===== config.mk =====
export PLATFORM = sky130hd
export DESIGN_NAME = store_align_flat
export DESIGN_NICKNAME = d
export VERILOG_FILES = /design/src/source/mem_stage_pkg.sv /design/src/source/mem_access_if.sv /design/src/source/store_align.sv /design/src/flat_wrapper.sv
export SDC_FILE = /design/constraint.sdc
export NUM_CORES = 1
export LEC_CHECK = 0
export BUFFER_PORTS_ARGS = -buffer_cell sky130_fd_sc_hd__clkbuf_2
export CORE_UTILIZATION = 28
export DETAILED_ROUTE_END_ITERATION = 8
export PLACE_DENSITY = 0.75
export SYNTH_ARGS = -nofsm -noshare
export SYNTH_HDL_FRONTEND = slang
export SYNTH_SLANG_ARGS = --single-unit

===== constraint.sdc =====
create_clock -name vclk -period 2.1
set_input_delay 0.21 -clock vclk [all_inputs]
set_output_delay 0.21 -clock vclk [all_outputs]
set_load 0.01 [all_outputs]

===== src/source/mem_stage_pkg.sv =====
`default_nettype none

package mem_stage_pkg;

	typedef logic [63:0] xlen_t;
	typedef logic [63:0] addr_t;
	typedef logic [31:0] inst_t;
	typedef logic [4:0]  reg_idx_t;
	typedef logic [2:0]  funct3_t;
	typedef logic [63:0] byte_mask_t; // one byte lane is all ones or all zeros

	// access-size codes, instruction bits 14:12
	localparam funct3_t f3_b  = 3'd0;
	localparam funct3_t f3_h  = 3'd1;
	localparam funct3_t f3_w  = 3'd2;
	localparam funct3_t f3_d  = 3'd3;
	localparam funct3_t f3_bu = 3'd4;
	localparam funct3_t f3_hu = 3'd5;
	localparam funct3_t f3_wu = 3'd6;

	localparam addr_t default_ram_base = 64'h8000_0000;
	localparam int    word_off_bits    = 3; // byte offset bits in a 64-bit word

	// byte offset rounded down to the access size, codes 0..3 give b/h/w/d
	function automatic logic [word_off_bits-1:0] lane_offset(
		input addr_t   rel_addr,
		input funct3_t f3
	);
		logic [word_off_bits-1:0] align;
		begin
			align = {word_off_bits{1'b1}} << f3[1:0];
			return rel_addr[word_off_bits-1:0] & align;
		end
	endfunction

endpackage

`default_nettype wire


===== src/source/mem_access_if.sv =====
`timescale 1ns/1ps
`default_nettype none

interface mem_access_if;
	import mem_stage_pkg::*;

	addr_t   addr;       // alu result
	funct3_t funct3;
	xlen_t   store_data;
	logic    is_store;
	logic    is_load;

	modport store_side (
		input addr,
		input funct3,
		input store_data,
		input is_store
	);

	modport load_side (
		input addr,
		input funct3,
		input is_load
	);

	modport ram_side (
		input addr
	);

endinterface

`default_nettype wire


===== src/source/store_align.sv =====
`timescale 1ns/1ps
`default_nettype none

module store_align #(
	parameter mem_stage_pkg::addr_t ram_base = mem_stage_pkg::default_ram_base
) (
	mem_access_if.store_side           acc,
	output mem_stage_pkg::byte_mask_t  wmask,
	output mem_stage_pkg::xlen_t       wdata
);
	import mem_stage_pkg::*;

	addr_t                    rel_addr;
	logic [word_off_bits-1:0] off;
	logic [7:0]               size_lanes;
	logic [7:0]               lanes;

	always_comb begin
		rel_addr   = acc.addr - ram_base;
		off        = lane_offset(rel_addr, acc.funct3);
		size_lanes = 8'h00;
		if (acc.is_store) begin
			case (acc.funct3)
				f3_b:    size_lanes = 8'h01; // sb
				f3_h:    size_lanes = 8'h03; // sh
				f3_w:    size_lanes = 8'h0f; // sw
				f3_d:    size_lanes = 8'hff; // sd
				default: size_lanes = 8'h00;
			endcase
		end
		lanes = size_lanes << off;
	end

	always_comb begin
		for (int i = 0; i < 8; i++) begin
			wmask[8*i +: 8] = {8{lanes[i]}}; // byte lane to bit mask
		end
	end

	assign wdata = acc.store_data << {off, 3'b000}; // move into target lanes

	// the size decode only knows the four store widths
	always_comb begin
		if (acc.is_store) begin
			assert #0 (acc.funct3 <= f3_d)
				else $error("store with load-only size code %0d", acc.funct3);
		end
	end

endmodule

`default_nettype wire


===== src/flat_wrapper.sv =====
// flat-port wrapper written by rule: the top's interface ports become plain ports
module store_align_flat import mem_stage_pkg::*;
#(
	parameter mem_stage_pkg::addr_t ram_base = mem_stage_pkg::default_ram_base
)
  (wmask, wdata, acc_addr, acc_funct3, acc_store_data, acc_is_store);
  mem_access_if acc_i ();
  output mem_stage_pkg::byte_mask_t wmask;
  output mem_stage_pkg::xlen_t wdata;
  input wire logic [$bits(acc_i.addr)-1:0] acc_addr;
  input wire logic [$bits(acc_i.funct3)-1:0] acc_funct3;
  input wire logic [$bits(acc_i.store_data)-1:0] acc_store_data;
  input wire logic [$bits(acc_i.is_store)-1:0] acc_is_store;
  assign acc_i.addr = acc_addr;
  assign acc_i.funct3 = acc_funct3;
  assign acc_i.store_data = acc_store_data;
  assign acc_i.is_store = acc_is_store;
  store_align #(.ram_base(ram_base)) u_core (.acc(acc_i), .wmask(wmask), .wdata(wdata));
endmodule

## Yosys cells after proc, flatten, opt, wreduce, memory -nomap -nowiden

Cells that the tools add are included.

- Flip-flop bits (word level): 0
- Bits in latches: 0
- Memory bits (writable): 0
- Memory bits (read-only): 0
- Bits of input ports: 132
- Output and inout port bits: 128
- Memories kept: 0

- Add/sub/neg operators: 1
- $mul: 0
- Divide/modulo/power cells: 0
- Magnitude comparators: 0
- Eq/ne operators: 3
- Shifts and indexed selects: 3
- Mux-type cells: 2
- Bitwise logic cells: 1
- Reductions and logical operators: 1

Operators with widths:

| operator | count |
|---|---|
| 64-bit by 6-bit << shifter with 64-bit output | 1 |
| 8-bit one-hot mux with 4 select lines | 1 |
| 8-bit 2-to-1 mux | 1 |
| 8-bit by 3-bit << shifter with 8-bit output | 1 |
| 3-bit by 2-bit equality test with 1-bit output, second input constant | 2 |
| 3-bit AND | 1 |
| 3-bit by 1-bit equality test with 1-bit output, second input constant | 1 |
| 3-bit logical NOT | 1 |
| 3-bit by 2-bit << shifter with 3-bit output, first input constant | 1 |
| 3-bit by 1-bit subtractor with 3-bit output, second input constant | 1 |

## Logic depth before layout (Yosys ltp)

- Depth after elaboration: 4
- Depth in mapped cells: 7

## Least setup slack after synthesis

No wires, ideal clock.

- Path type: input -> output
- From: input acc_funct3[1]
- To: output wmask[49]
- Arrival time: 2.068 ns
- Slack: -0.178 ns
- Stages on the path: 7
- Cell sequence: buf_6 > buf_2 > buf_1 > buf_2 > o21ai_0 > a211oi_1 > buf_4

- Cells in the longest elaborated chain, start to end: 4
- Elaborated cells on any way between the ends: 9

Ends and longest elaborated chain:

| element | line | RTL |
|---|---|---|
| from (decl) | flat_wrapper.sv:11 | `input wire logic [$bits(acc_i.funct3)-1:0] acc_funct3;` |
| 3-bit by 2-bit equality test with 1-bit output, or another cell as far along | store_align.sv:23 | `case (acc.funct3)` |
| 8-bit one-hot mux with 4 select lines | store_align.sv:23 |  |
| 8-bit 2-to-1 mux | store_align.sv:22 | `if (acc.is_store) begin` |
| 8-bit by 3-bit << shifter with 8-bit output * | store_align.sv:31 | `lanes = size_lanes << off;` |
| to (decl) | flat_wrapper.sv:8 | `output mem_stage_pkg::byte_mask_t wmask;` |

Every way passes the cells marked *; elsewhere a longest branch is shown, timed or not.

## Worst setup path in the final report

- From: input acc_funct3[1]
- To: output wdata[42]

- Cells in the longest elaborated chain, start to end: 3

Ends and longest elaborated chain:

| element | line | RTL |
|---|---|---|
| 3-bit by 2-bit << shifter with 3-bit output | mem_stage_pkg.sv:31 | `align = {word_off_bits{1'b1}} << f3[1:0];` |
| 3-bit AND | mem_stage_pkg.sv:32 | `return rel_addr[word_off_bits-1:0] & align;` |
| 64-bit by 6-bit << shifter with 64-bit output | store_align.sv:40 | `assign wdata = acc.store_data << {off, 3'b000};` |
| to (decl) | flat_wrapper.sv:9 | `output mem_stage_pkg::xlen_t wdata;` |

No other way between the ends.

==> metrics.log <==
[metrics] post-route non-filler standard cell count: 702
[metrics] combinational power share: 100.0%
[metrics] Worst EP required: 1890 ps
[metrics] Clock power frac: 0%
[metrics] post-detailed-routing wire length: 11500 um
[metrics] cell type of the slowest stage on the worst timing path: a21bo_2
[metrics] sequential-to-total area share from yosys stat: 0%
[metrics] instance count of the mapped netlist: 423
[metrics] maximum number of pins on one net before global-route repair: 27
[metrics] final setup margin: 83.5 ps
[metrics] count of standard-cell rows: 35
[metrics] max-capacitance violation count: 0
[metrics] number of remaining DRC errors: 0
[metrics] routability cong.: 0.867
[metrics] Netlist Area Pre-Place: 0.00278 sq mm
[metrics] status: completed
[metrics] sequential cells: 0
[metrics] Detail Placement HPWL: 8880 um
[metrics] final number of max-transition violations: 0
[metrics] kind of path behind the tightest hold check: primary input to primary output
[metrics] Sw Pwr: 565 uW
[metrics] ordered list of cells on the worst path: clkbuf_2, buf_12, a21bo_2, nand2_1, o22ai_1, a21o_1, clkbuf_2
[metrics] via count of the routed design: 3785
[metrics] overflow left after global routing: 0
[metrics] first-pass iteration count of the detailed router: 7
[metrics] actual transition at the worst max-transition pin: 758 ps
[metrics] Die X: 102 um
[metrics] initial cell density of the core: 29.5%
[metrics] Syn Nets: 555
[metrics] final worst-path cycle share: 96.0%
[metrics] switching fraction of total power: 55.1%
[metrics] clock period minus final worst setup slack: 2020 ps
[metrics] Die Footprint: 0.0103 sq mm
[metrics] CP dominant cell by count: clkbuf_2
[metrics] number of placed cells counting well taps: 702
[metrics] count of buffers inserted at the top-level ports: 199
[metrics] kind of critical path: primary input to primary output
[metrics] distinct cell type count of the synthesized netlist: 39
[metrics] number of hold buffers added after cts: 0
[metrics] total number of yosys warnings: 0
[metrics] Worst Setup Slack post-DPL: 28.0 ps
[metrics] Critical Path AT: 1810 ps
[metrics] number of antenna-violating nets in the routed design: 0
[metrics] initial antenna violation count: 0
[metrics] max incr delay on CP: 420 ps
[metrics] n_diodes: 0
[metrics] share of total power in sequential cells: 0%
[metrics] area inside the core boundary: 0.00942 sq mm
[metrics] Max Clk Rate: 0.496 GHz
[metrics] Layout fillers: 1026
[metrics] Syn Area/Cell: 6.57 sq um
[metrics] Die Span Y: 102 um
[metrics] Leakage Power: 2.09 nW
[metrics] global-route wire length before repair: 17000 um
[metrics] total count of hold-check failures in the final report: 0
[metrics] register area: 0 sq um
[metrics] Setup violations, final: 0
[metrics] Internal: 460 uW
[metrics] top fanout value on the critical path: 26
[metrics] clk_buf instances: 0
[metrics] I/O pin total: 260
[metrics] 1st-iter DRT viols: 284
[metrics] pwr dens: 269 mW/mm^2
[metrics] detailed-route vias per instance: 5.39
[metrics] kind of end point of the critical path: primary output
[metrics] Startpoint Class: primary input
[metrics] WL/cell: 16.4 um
[metrics] post-synthesis to final-layout area growth: 37.3%
[metrics] worst vdd rail ir drop: 0.109 mV
[metrics] total number of nets in the final design: 707
[metrics] number of global-route vias before repair: 3214
[metrics] area occupied by multi-input gates: 0.00219 sq mm
[metrics] overall fraction of global-route tracks in use: 20.6%
[metrics] Slew headroom: 49.2%
[metrics] ratio of cells with drive above 1 in the final layout: 46.8%
==> cell families (layout without fill, tap and decap cells) <==
family                 after synthesis  after routing  share of synthesized area [%]
AO/OA/AOI/OAI                      151            151                           37.4
AND/OR/NAND/NOR                    112            112                           18.8
multiplexers                        56             56                           20.9
buffers and inverters              104            254                           22.9
==> path summary, 6_finish.rpt <==
path	start	endpoint	cells past startpoint
worst max-delay path	acc_funct3[1]	wdata[42]	7
worst min-delay path	acc_store_data[12]	wdata[20]	4
==> through the flow <==
stage | hold slack [ps] | total power [mW] | util [%] | instance area, sq um | TNS [ps]
6_report | 789 | 1.02 | 40.5 | 3810 | 0
5_1_grt | 816 | 1.11 | 40.5 | 3810 | -0.374
4_1_cts | 794 | 1.02 | 40.4 | 3810 | 0
3_5_place_dp | 792 | 1.02 | 40.4 | 3810 | 0
3_3_place_gp | 794 | 1.01 | 40.4 | 3810 | 0
2_1_floorplan | 558 | 0.617 | - | 2800 | 0
==> area by class of cell <==
class,instances,share of cell area (%)
inverter,6,0.591
multi-input combinational,319,57.3
tap,129,4.23
timing repair buffer,248,37.8
==> cell usage in the layout (no fill, tap or decap), types with 4 or more instances in the layout <==
cell type / count
a21o_1: 8
a21oi_1: 31
a22o_1: 13
a22oi_1: 17
a2bb2oi_1: 4
a31oi_1: 8
and2_1: 14
buf_12: 6
buf_4: 42
clkbuf_2: 199
inv_1: 6
mux2_2: 7
mux2i_1: 48
nand2_1: 44
nand2b_1: 4
nor2_1: 31
o211ai_1: 4
o21ai_0: 22
o221ai_1: 7
o22a_1: 11
o22ai_1: 14
==> worst max-delay path: cells and delay by family <==
kind	cells	cell delay, ps
AND/OR/NAND/NOR	1	350
AO/OA/AOI/OAI	3	780
buffers and inverters	3	450
==> synth_stat cells, drive strengths merged <==
cell | number | area, sq um
a31o | 1 | 8.76
nor4bb | 2 | 20.0
nand2b | 4 | 25.0
o21ai | 22 | 110
and2 | 14 | 87.6
a222oi | 3 | 30.0
a21o | 8 | 60.1
o22ai | 14 | 87.6
nor2 | 31 | 116
o221ai | 7 | 61.3
clkbuf | 19 | 71.3
a31oi | 8 | 50.1
nor2b | 5 | 31.3
a21oi | 31 | 155
a21bo | 1 | 10.0
or2 | 1 | 6.26
o2bb2a | 2 | 20.0
buf | 79 | 542
a22oi | 17 | 128
a221o | 2 | 20.0
a2bb2oi | 4 | 35.0
a211oi | 2 | 15.0
mux2 | 7 | 78.8
o22a | 11 | 96.3
o211ai | 4 | 30.0
mux2i | 48 | 480
or3b | 1 | 8.76
nor3b | 1 | 12.5
a21boi | 1 | 7.51
a22o | 13 | 114
or3 | 3 | 18.8
nand2 | 44 | 165
nor3 | 3 | 15.0
mux4 | 1 | 22.5
inv | 6 | 22.5
nand3 | 3 | 15.0
==> power by group through the flow <==
stage	clock network, mW	registers [mW]	logic [mW]
3_3_place_gp	0	0	1.01
5_1_grt	0	0	1.11
6_report	0	0	1.02
4_1_cts	0	0	1.02
3_5_place_dp	0	0	1.02
2_1_floorplan	0	0	0.617
==> per-layer routing <==
layer | wire [um] | share of wire, % | track usage, %
met3 | 911 | 7.9 | 2.76
met4 | 149 | 1.3 | 3.34
met1 | 5070 | 44 | 28.7
met2 | 5390 | 47 | 34.0
met5 | 0 | 0 | 0
==> timing repair <==
item | in CTS | in global routing
gates resized for setup | 0 | 2
endpoints found under the setup margin | 0 | 9
setup buffers | 0 | 0
hold endpoints to repair | 0 | 0
Power figures use the tool's default switching activity.
