<file path="config.mk">
export PLATFORM = sky130hd
export DESIGN_NAME = wb_stage_reg
export DESIGN_NICKNAME = d
export VERILOG_FILES = /design/src/source/mem_stage_pkg.sv /design/src/source/wb_stage_reg.sv
export SDC_FILE = /design/constraint.sdc
export NUM_CORES = 1
export LEC_CHECK = 0
export ABC_AREA = 0
export BUFFER_PORTS_ARGS = -buffer_cell sky130_fd_sc_hd__buf_2
export CAP_MARGIN = 10
export CELL_PAD_IN_SITES_DETAIL_PLACEMENT = 0
export CELL_PAD_IN_SITES_GLOBAL_PLACEMENT = 2
export CORE_AREA = 2 2 184 186
export CTS_CLUSTER_SIZE = 12
export DETAILED_ROUTE_END_ITERATION = 8
export DIE_AREA = 0 0 186 188
export GPL_TIMING_DRIVEN = 0
export PLACE_DENSITY_LB_ADDON = 0.25
export SLEW_MARGIN = 0
export SYNTH_ARGS = -nofsm -noshare
export SYNTH_HDL_FRONTEND = slang
export SYNTH_SLANG_ARGS = --single-unit
</file>
<file path="constraint.sdc">
create_clock -name clk -period 4.49 [get_ports clk]
set_clock_uncertainty 0.1 [all_clocks]
set_input_delay 0.898 -clock clk [delete_from_list [all_inputs] [get_ports clk]]
set_output_delay 0.898 -clock clk [all_outputs]
set_load 0.01 [all_outputs]
</file>
<file path="src/source/mem_stage_pkg.sv">
`default_nettype none

package mem_stage_pkg;

	typedef logic [63:0] xlen_t;
	typedef logic [63:0] addr_t;
	typedef logic [31:0] inst_t;
	typedef logic [4:0]  reg_idx_t;
	typedef logic [2:0]  funct3_t;
	typedef logic [63:0] byte_mask_t; // one byte lane is all ones or all zeros

	// access-size codes, instruction bits 14:12
	localparam funct3_t f3_b  = 3'd0;
	localparam funct3_t f3_h  = 3'd1;
	localparam funct3_t f3_w  = 3'd2;
	localparam funct3_t f3_d  = 3'd3;
	localparam funct3_t f3_bu = 3'd4;
	localparam funct3_t f3_hu = 3'd5;
	localparam funct3_t f3_wu = 3'd6;

	localparam addr_t default_ram_base = 64'h8000_0000;
	localparam int    word_off_bits    = 3; // byte offset bits in a 64-bit word

	// byte offset rounded down to the access size, codes 0..3 give b/h/w/d
	function automatic logic [word_off_bits-1:0] lane_offset(
		input addr_t   rel_addr,
		input funct3_t f3
	);
		logic [word_off_bits-1:0] align;
		begin
			align = {word_off_bits{1'b1}} << f3[1:0];
			return rel_addr[word_off_bits-1:0] & align;
		end
	endfunction

endpackage

`default_nettype wire

</file>
<file path="src/source/wb_stage_reg.sv">
`timescale 1ns/1ps
`default_nettype none

module wb_stage_reg (
	input  wire                            clk,
	input  wire                            reset,
	input  wire                            valid_in,
	input  wire                            ready_out,
	output logic                           ready_in,
	output logic                           fire,
	input  wire                            is_load,
	input  wire mem_stage_pkg::xlen_t      alu_result,
	input  wire mem_stage_pkg::xlen_t      load_value,
	input  wire mem_stage_pkg::addr_t      pc_in,
	input  wire mem_stage_pkg::inst_t      ins_in,
	input  wire                            reg_w_en_in,
	input  wire mem_stage_pkg::reg_idx_t   rdest_in,
	output logic                           valid_out,
	output mem_stage_pkg::addr_t           pc_out,
	output mem_stage_pkg::inst_t           ins_out,
	output logic                           reg_w_en_out,
	output mem_stage_pkg::reg_idx_t        rdest_out,
	output mem_stage_pkg::xlen_t           wb_data_out,
	output logic                           reg_w_en_fwd,
	output mem_stage_pkg::reg_idx_t        rdest_fwd,
	output mem_stage_pkg::xlen_t           wb_data_fwd
);
	import mem_stage_pkg::*;

	xlen_t wb_data;

	assign ready_in = ready_out;             // no buffering in this stage
	assign fire     = valid_in & ready_out;

	assign wb_data      = is_load ? load_value : alu_result;
	assign wb_data_fwd  = wb_data;           // bypass to decode, same cycle
	assign reg_w_en_fwd = reg_w_en_in;
	assign rdest_fwd    = rdest_in;

	always_ff @(posedge clk) begin
		if (reset) begin
			valid_out    <= 1'b0;
			pc_out       <= pc_in;
			ins_out      <= '0;
			reg_w_en_out <= 1'b0;
			rdest_out    <= '0;
			wb_data_out  <= '0;
		end else if (ready_out) begin
			valid_out <= valid_in;
			if (valid_in) begin
				pc_out       <= pc_in;
				ins_out      <= ins_in;
				reg_w_en_out <= reg_w_en_in;
				rdest_out    <= rdest_in;
				wb_data_out  <= wb_data;
			end
		end
	end

	// write-back stage must see an empty slot right out of reset
	assert property (@(posedge clk) reset |=> !valid_out)
		else $error("valid_out set in the cycle after reset");

endmodule

`default_nettype wire

</file>
# --- Yosys cells after proc, flatten, opt, wreduce, memory -nomap -nowiden ---
# Cells that the tools add are included.
word_totals:
  word_cells: 15
  output_inout_bits: 239
  regBits: 167
  in_bits: 235
classes:
  n_reduce_logical: 4
  mux: 4
  n_bitwise: 1
ops:
  columns: ["op", "count"]
  rows:
  - ["2-to-1 mux 64 bit", 4]
  - ["AND reduction 2 bit", 2]
  - ["nonzero test 2 bit", 2]
  - ["AND 1 bit", 1]

# --- Longest topological paths before layout ---
# Gate-level depths: netlist (run 1).
logic_depth:
  ltp_word: 3
  ltp_mapped: 5
  mapped_depth_nobuf: 2

# --- Least setup slack after synthesis (run 1) ---
# No wires, ideal clock.
synth_path:
  kind: "input to register"
  startpoint: "input valid_in"
  endpoint: "register pc_out[0] (enable)"
  path_buffers: 2
  arrival_time_ns: 2.130
  required_ns: 3.996
  setup_ns: 0.394
  setup_slack_ns: 1.866
  path_stages: 4
  cell_sequence: "buf_4 -> and2_4 -> buf_6 -> or2_2"
synth_via:
  elab_chain_cells: 2
synth_rtl:
  columns: ["item", "line", "rtl"]
  rows:
  - ["start: declaration", "wb_stage_reg.sv:7", "input wire valid_in,"]
  - ["nonzero test 2 bit (no source line)", null, null]
  - ["AND reduction 2 bit (no source line)", null, null]
  - ["end signal: assignment", "wb_stage_reg.sv:43", "pc_out <= pc_in;"]
  - ["end signal: assignment", "wb_stage_reg.sv:51", "pc_out <= pc_in;"]
  - ["end: declaration", "wb_stage_reg.sv:19", "output mem_stage_pkg::addr_t pc_out,"]
# No other way between the ends.
# A chain may end at the register's enable or synchronous reset.

# --- Worst setup path in the final report (run 1) ---
layout_path:
  startpoint: "input is_load"
  endpoint: "output wb_data_fwd[33]"
layout_via:
  elab_chain_cells: 1
layout_rtl:
  columns: ["item", "line", "rtl"]
  rows:
  - ["start: declaration", "wb_stage_reg.sv:11", "input wire is_load,"]
  - ["2-to-1 mux 64 bit", "wb_stage_reg.sv:35", "assign wb_data = is_load ? load_value : alu_result;"]
  - ["end: declaration", "wb_stage_reg.sv:26", "output mem_stage_pkg::xlen_t wb_data_fwd"]
# No other way between the ends.

==> metrics.txt, run 1 <==
outcome=complete, no violations; CTS max path bufs=2; data arrival time of the critical path=around 2.0 ns; Tcrit/Tclk final=around two thirds; Synth Area in XOR/XNOR=0%; area occupied by multi-input gates=around 0.0024 mm2; Syn Inst Count=about 600; Worst setup startpoint=is_load; DR pass1 iterations=4; Port-buffer cells=469; Netlist cell types=19; worst path bufs/invs=4; # DRC=0; crit path capture type=output port; RSZ-0062 raised after global routing=no; cell total after placement=between 1500 and 2000; mux share of post-synthesis cell area=~9.1%; post-DP HPWL=about 23000 um; Die Span X=roughly 190 um; Post-Layout Cell Count=~1600; Fin. Hold Viols=0; Tightest Hold Check Type=register to register; Tmin final=about 3 ns; post-cts sizing count=0; Yosys warning total=0; Slowest-stage cell, CP=mux2i_1; largest net degree at the start of global routing=65; Hold Buf Count CTS=0; final wirelength=about 28000 um; die area=roughly 0.035 mm2; DP Worst Slack=1.38 ns; normalized max-slew margin=roughly two fifths; Max Fclk=about 0.33 GHz; Placer Congestion=between 0.7 and 0.8; final worst setup slack=roughly 1.5 ns; clk root buf=clkbuf_16; Startpoint Class=primary input; Seq/Total Area, Yosys=between 50% and 60%; clock slew at reported path FFs=~0.06 ns; crit-path cells=buf_6, buf_8, mux2i_1, inv_1, buf_2; Sequential Area=about 0.0040 mm2; effective utilization at floorplan=between 20% and 30%; vias in the first global route=approximately 6600; fraction of layout cells with a size suffix above 1=56.5%; Rows=between 60 and 70; Synth Area in Adders=0%; area grow syn2layout=48.5%; Worst Path Required=approximately 3.5 ns; 1st-iter DRT viols=221; Final setup viols=0; Max H-tree Level=4; largest family of logic cells by synthesized area=compound AO/OA/AOI/OAI gates; ANT nets after route=0; initial antenna violation count=1; Via density=around 4.2; Max-Cap Viols=0; total CTS buffers=17; All-Layer GR Usage=between 15 and 20%; Tightest Pin Transition=between 0.9 and 1 ns; Max Slew Vio Count=0; hold path startpoint=wb_data_out[57]; Crit Reg-Reg Startpoint=ins_out[23]; I/O pins=474; drt wl/cell=around 18 um; CP max FO=10; syn avg cell area=11.7 um2; post-synth design cell area=a little over 0.007 mm2; Fin Setup TNS=0 ns; clk sinks=167; Die H=roughly 190 um; Core Region=approximately 0.033 mm2; Final Core Density=a little under a third; Final Net Count=between 1000 and 1500; #FFs+latches synth=roughly 170; Clock Latency Late Sink=around 0.44 ns; power density cells=362 mW/mm2; postcts setup bufs=0; Top Family by Delay on Critical Path=buffers and inverters; ANT cells=0; critical path class=primary input to output port; compound-gate portion of the synthesized area=between 20% and 30%; max incr delay on CP=~0.43 ns; leakage power=about 5 nW; filler instances=between 3000 and 4000; TritonCTS clock tree=built; GRT overflow=0; syn_nets=841; Worst VDD drop=between 200 and 300 uV; Post-Synth Simple-Gate Area=2.94%; total power=approximately 3.8 mW; Vias=approximately 6500; first-pass GRT wire length=around 40000 um
## cell type report
cell class,instances,share of cell area [%]
plain buffers,65,4.38
multi-input cells,310,23.0
repair buffers,469,22.2
clock inverters,12,0.983
inverters,64,2.27
well taps,448,5.30
flip-flops and latches,167,37.7
clock buffers,20,4.13
## synth_stat cells
cell type	n	area, um2
a211oi_1	24	180
buf_12	3	60.1
a21oi_1	102	510
a211oi_2	40	500
buf_1	1	3.75
edfxtp_1	64	1920
clkbuf_1	16	60.1
buf_8	3	45.0
or2_2	1	6.26
a21bo_2	38	380
buf_6	9	101
buf_4	11	82.6
inv_1	64	240
mux2i_1	65	651
nand3_1	38	190
nor2_1	1	3.75
buf_2	22	110
dfxtp_1	103	2060
and2_4	1	8.76
## state kept, by name (all words and copies together) (netlist names)
register      flops
ins_out          32
pc_out           64
rdest_out         5
reg_w_en_out      1
valid_out         1
wb_data_out      64
## logic make-up (layout without fill, tap and decap cells)
kind of cell | after synthesis | in the layout
DFF | 167 | 167
and+or+nand+nor | 41 | 41
muxes | 65 | 65
buffers and inverters | 129 | 630
AOI/OAI and AO/OA | 204 | 204
## through the flow
step	area, um2	hold WS, ns
global route	10600	0.440
CTS	10600	0.416
floorplan	7120	0.431
global placement	10000	0.368
finish	10600	0.416
detailed placement	10000	0.392
## tightest hold or removal path, cell delays in order, from the launching register on
cell	delay (ns)
dfxtp_1	0.31
a21oi_1	0.11
a211oi_1	0.05
## power breakdown
part | switching, mW | internal [mW] | leakage (nW)
logic | 0.394 | 0.301 | 3.38
registers | 0.0394 | 1.69 | 1.49
clock network | 0.637 | 0.760 | 0.243
## layer usage
layer / GRT usage (%) / part of all wire (%) / up-vias
met1: 16.7 / 38 / 3012
met4: 5.60 / 2.0 / 2
li1: - / - / 3140
met5: 0 / 0.032 / -
met2: 28.3 / 51 / 291
met3: 6.27 / 9.8 / 28
## path summary, 6_finish.rpt
check / end / slack [ns] / cells past startpoint
worst max-delay path: wb_data_fwd[33] / 1.50 / 5
worst min-delay path: wb_data_out[57] / 0.42 / 2
worst max register to register: ins_out[23] / 3.60 / 2
worst min register to register: wb_data_out[57] / 0.42 / 2
## placed cells by master, fill, tap and decap left out
cell type	synthesis	layout
clkinv_2	0	1
a21oi_1	102	102
a211oi_2	40	40
clkbuf_1	16	19
a21bo_2	38	38
inv_1	64	64
a211oi_1	24	24
clkinvlp_4	0	5
dfxtp_1	103	103
inv_6	0	2
clkinv_1	0	1
mux2i_1	65	65
clkbuf_16	0	17
buf_2	22	491
buf_1	1	1
nor2_1	1	1
buf_12	3	3
clkinvlp_2	0	2
buf_6	9	9
buf_4	11	11
or2_4	0	1
buf_8	3	3
bufinv_16	0	1
and2_4	1	1
nand3_1	38	38
edfxtp_1	64	64
Note: power is estimated with default switching activity, not from simulation.
==> inputs of run 2 (changes only) <==
Settings changed: ABC_AREA 0 to 1, CORE_AREA 2 2 184 186 to 2 2 186 188, DIE_AREA 0 0 186 188 to 0 0 188 190.
Clock period 4.49 ns to 2.8 ns, I/O delays scaled along.
==> run 2 against run 1 <==
  * Hold slack worse by 0.22 ns
  * Via count up 2.5%
  * Wire length down 3.0%
  * Combinational power up 28%
  * Power up 56%
  * Clock-buffer cell count down 2
  * Cell count up 8.6%
  * Clock power up 64%
  * Critical path depth up 1
  * Non-clock buffer count down 8
  * Critical path type unchanged
  * Highest routed layer unchanged
==> metrics.txt, run 2 <==
worst path bufs/invs=4; most frequent cells in the layout=buf_2, nand2_1, dfxtp_1; reg2reg end=valid_out; mux share of post-synthesis cell area=0%; Die Span X=around 190 um; Sequential Area=roughly 0.004 mm2; syn avg cell area=roughly 8.7 um2; RSZ-0062 raised after global routing=no; Max Slew Vio Count=0; Final Net Count=1454; largest net degree at the start of global routing=between 60 and 70; WHS Endpoint=pc_out[35]; post-DP HPWL=21900 um; post-cts sizing count=0; Tightest Hold Check Type=primary input to register; top cells by count, synth=nand2_1, dfxtp_1, nand3_1; All-Layer GR Usage=between 10% and 20%; post-synth design cell area=roughly 0.0063 mm2; Netlist cell types=13; Internal=~4.2 mW; Placed Area=roughly 0.0093 mm2; GRT overflow=0; leakage power=approximately 5.4 nW; top-count cell post-synth=nand2_1; Slowest-stage cell, CP=clkbuf_1; Port-buffer cells=roughly 470; Startpoint Class=primary input; Clk pwr share=around two fifths; filler instances=3794; biggest regs=pc_out: 64 flops, wb_data_out: 64 flops, ins_out: 32 flops; max incr delay on CP=~0.46 ns; effective utilization at floorplan=between 10% and 20%; Max-Cap Viols=0; Clock Latency Late Sink=around 0.42 ns; post-synth top area share=32.7%; sw frac=28.7%; outcome=complete, no violations; Yosys warning total=0; total CTS buffers=17; Final setup viols=0; Hold Buf Count CTS=0; Final Cell Area=between 0.009 and 0.01 mm2; CTS max path bufs=2; Crit Reg-Reg Startpoint=valid_out; sequential power share=a little under half; power density cells=between 600 and 700 mW/mm2; Core Region=about 0.034 mm2; normalized max-slew margin=~44%; Max H-tree Level=4; combinational group share of total power=approximately 15%; critical path class=primary input to output port; crit-path cells=buf_2, inv_2, clkbuf_1, nand2_1, nand2_1, buf_2; initial antenna violation count=2; sw power=1.71 mW; Vias=approximately 6600; DR pass1 iterations=6; commonest non-fill, non-tap cell in the layout=buf_2; I/O pins=about 470; Top Family by Delay on Critical Path=buffers and inverters; Tcrit/Tclk final=between 80 and 90%; Seq/Total Area, Yosys=a little over three fifths; Syn Inst Count=727; Post-Synth Simple-Gate Area=between 30% and 40%; dominant synthesized flop cell=dfxtp_1; Worst VDD drop=approximately 380 uV; Die H=190 um; EDFF count, synth=64; cell taking the most area after synthesis=dfxtp_1; ys async rst share=0%; Tmin final=approximately 2.4 ns; data arrival time of the critical path=1.78 ns; total power=just under 6 mW; 1st-iter DRT viols=193; Reg2Reg Depth=2; Fin. Hold Viols=0; hold path cells=1; postcts setup bufs=0; Via density=between 3 and 4; Synth Area in Adders=0%; Worst Path Required=about 2.1 ns; CP max FO=10; crit path capture type=output port; clk root buf=clkbuf_16; Tightest Pin Transition=roughly 0.83 ns; vias in the first global route=between 6000 and 7000; top post-synthesis cells by area=dfxtp_1, edfxtp_1, nand2_1, nand3_1, buf_4; hold path startpoint=pc_in[35]; clk sinks=167; area grow syn2layout=55.8%; Rows=slightly below 70; clock slew at reported path FFs=0.07 ns; Max Fclk=between 0.4 and 0.5 GHz; compound-gate portion of the synthesized area=less than 1%; #FFs+latches synth=167; TritonCTS clock tree=built; ANT nets after route=0; fraction of layout cells with a size suffix above 1=~44%; Placer Congestion=between 0.7 and 0.8; final wirelength=about 27000 um; # DRC=0; largest family of logic cells by synthesized area=simple AND/OR/NAND/NOR gates; die area=~0.036 mm2; drt wl/cell=around 16 um; area occupied by multi-input gates=0.00203 mm2; Synth Area in XOR/XNOR=0%; first-pass GRT wire length=~40000 um; flop-to-flop setup slack=~2.1 ns; syn_nets=962
[run 2: stage by stage]
step                      utilization (%)  setup WS, ns  instances  hold slack (ns)  setup TNS (ns)
after global routing                 28.9         0.198       1687            0.171               0
after detailed placement             27.2         0.160       1655            0.358               0
after CTS                            28.9         0.287       1687            0.170               0
after global placement               27.2        -0.388       1655            0.348          -24.21
final                                28.9         0.362       1689            0.200               0
after floorplan                         -         0.585        727            0.377               0
[run 2: final cells by class]
type	instances	share of cell area, %
plain buffers	53	2.90
inverters	4	0.153
flip-flops and latches	167	40.6
well taps	455	5.80
multi-input cells	503	20.7
diodes	2	0.0510
repair buffers	473	24.1
clock buffers	18	4.37
clock inverters	14	1.40
[run 2: worst max path at each step]
stage	endpoint	depth (start not counted)	slack (ns)	startpoint
after global placement	pc_out[63]	4	-0.39	ready_out
final	wb_data_fwd[63]	6	0.36	is_load
after CTS	wb_data_fwd[63]	6	0.29	is_load
after floorplan	pc_out[0]	3	0.59	ready_out
after detailed placement	pc_out[56]	4	0.16	ready_out
after global routing	wb_data_fwd[63]	6	0.20	is_load
[run 2: per-layer routing]
metal / part of all wire (%) / wire length, um / global-route usage, % / vias to the layer above
met5: 0.051 / 14 / 0 / -
met4: 1.6 / 429 / 4.78 / 2
met3: 8.1 / 2220 / 4.69 / 24
met2: 51 / 13900 / 27.2 / 322
met1: 40 / 10900 / 16.6 / 2969
li1: - / - / - / 3320
[run 2: power groups by stage]
stage	registers (mW)	clock network [mW]	logic (mW)
finish	2.75	2.30	0.893
global route	2.77	2.48	0.990
CTS	2.76	2.39	0.922
detailed placement	2.81	0	0.919
global placement	2.81	0	0.923
floorplan	2.90	0	0.289
[run 2: logic make-up after synthesis]
| family | count (synthesis) |
|---|---|
| simple gates | 502 |
| flops | 167 |
| compound gates | 1 |
| buf+inv | 57 |
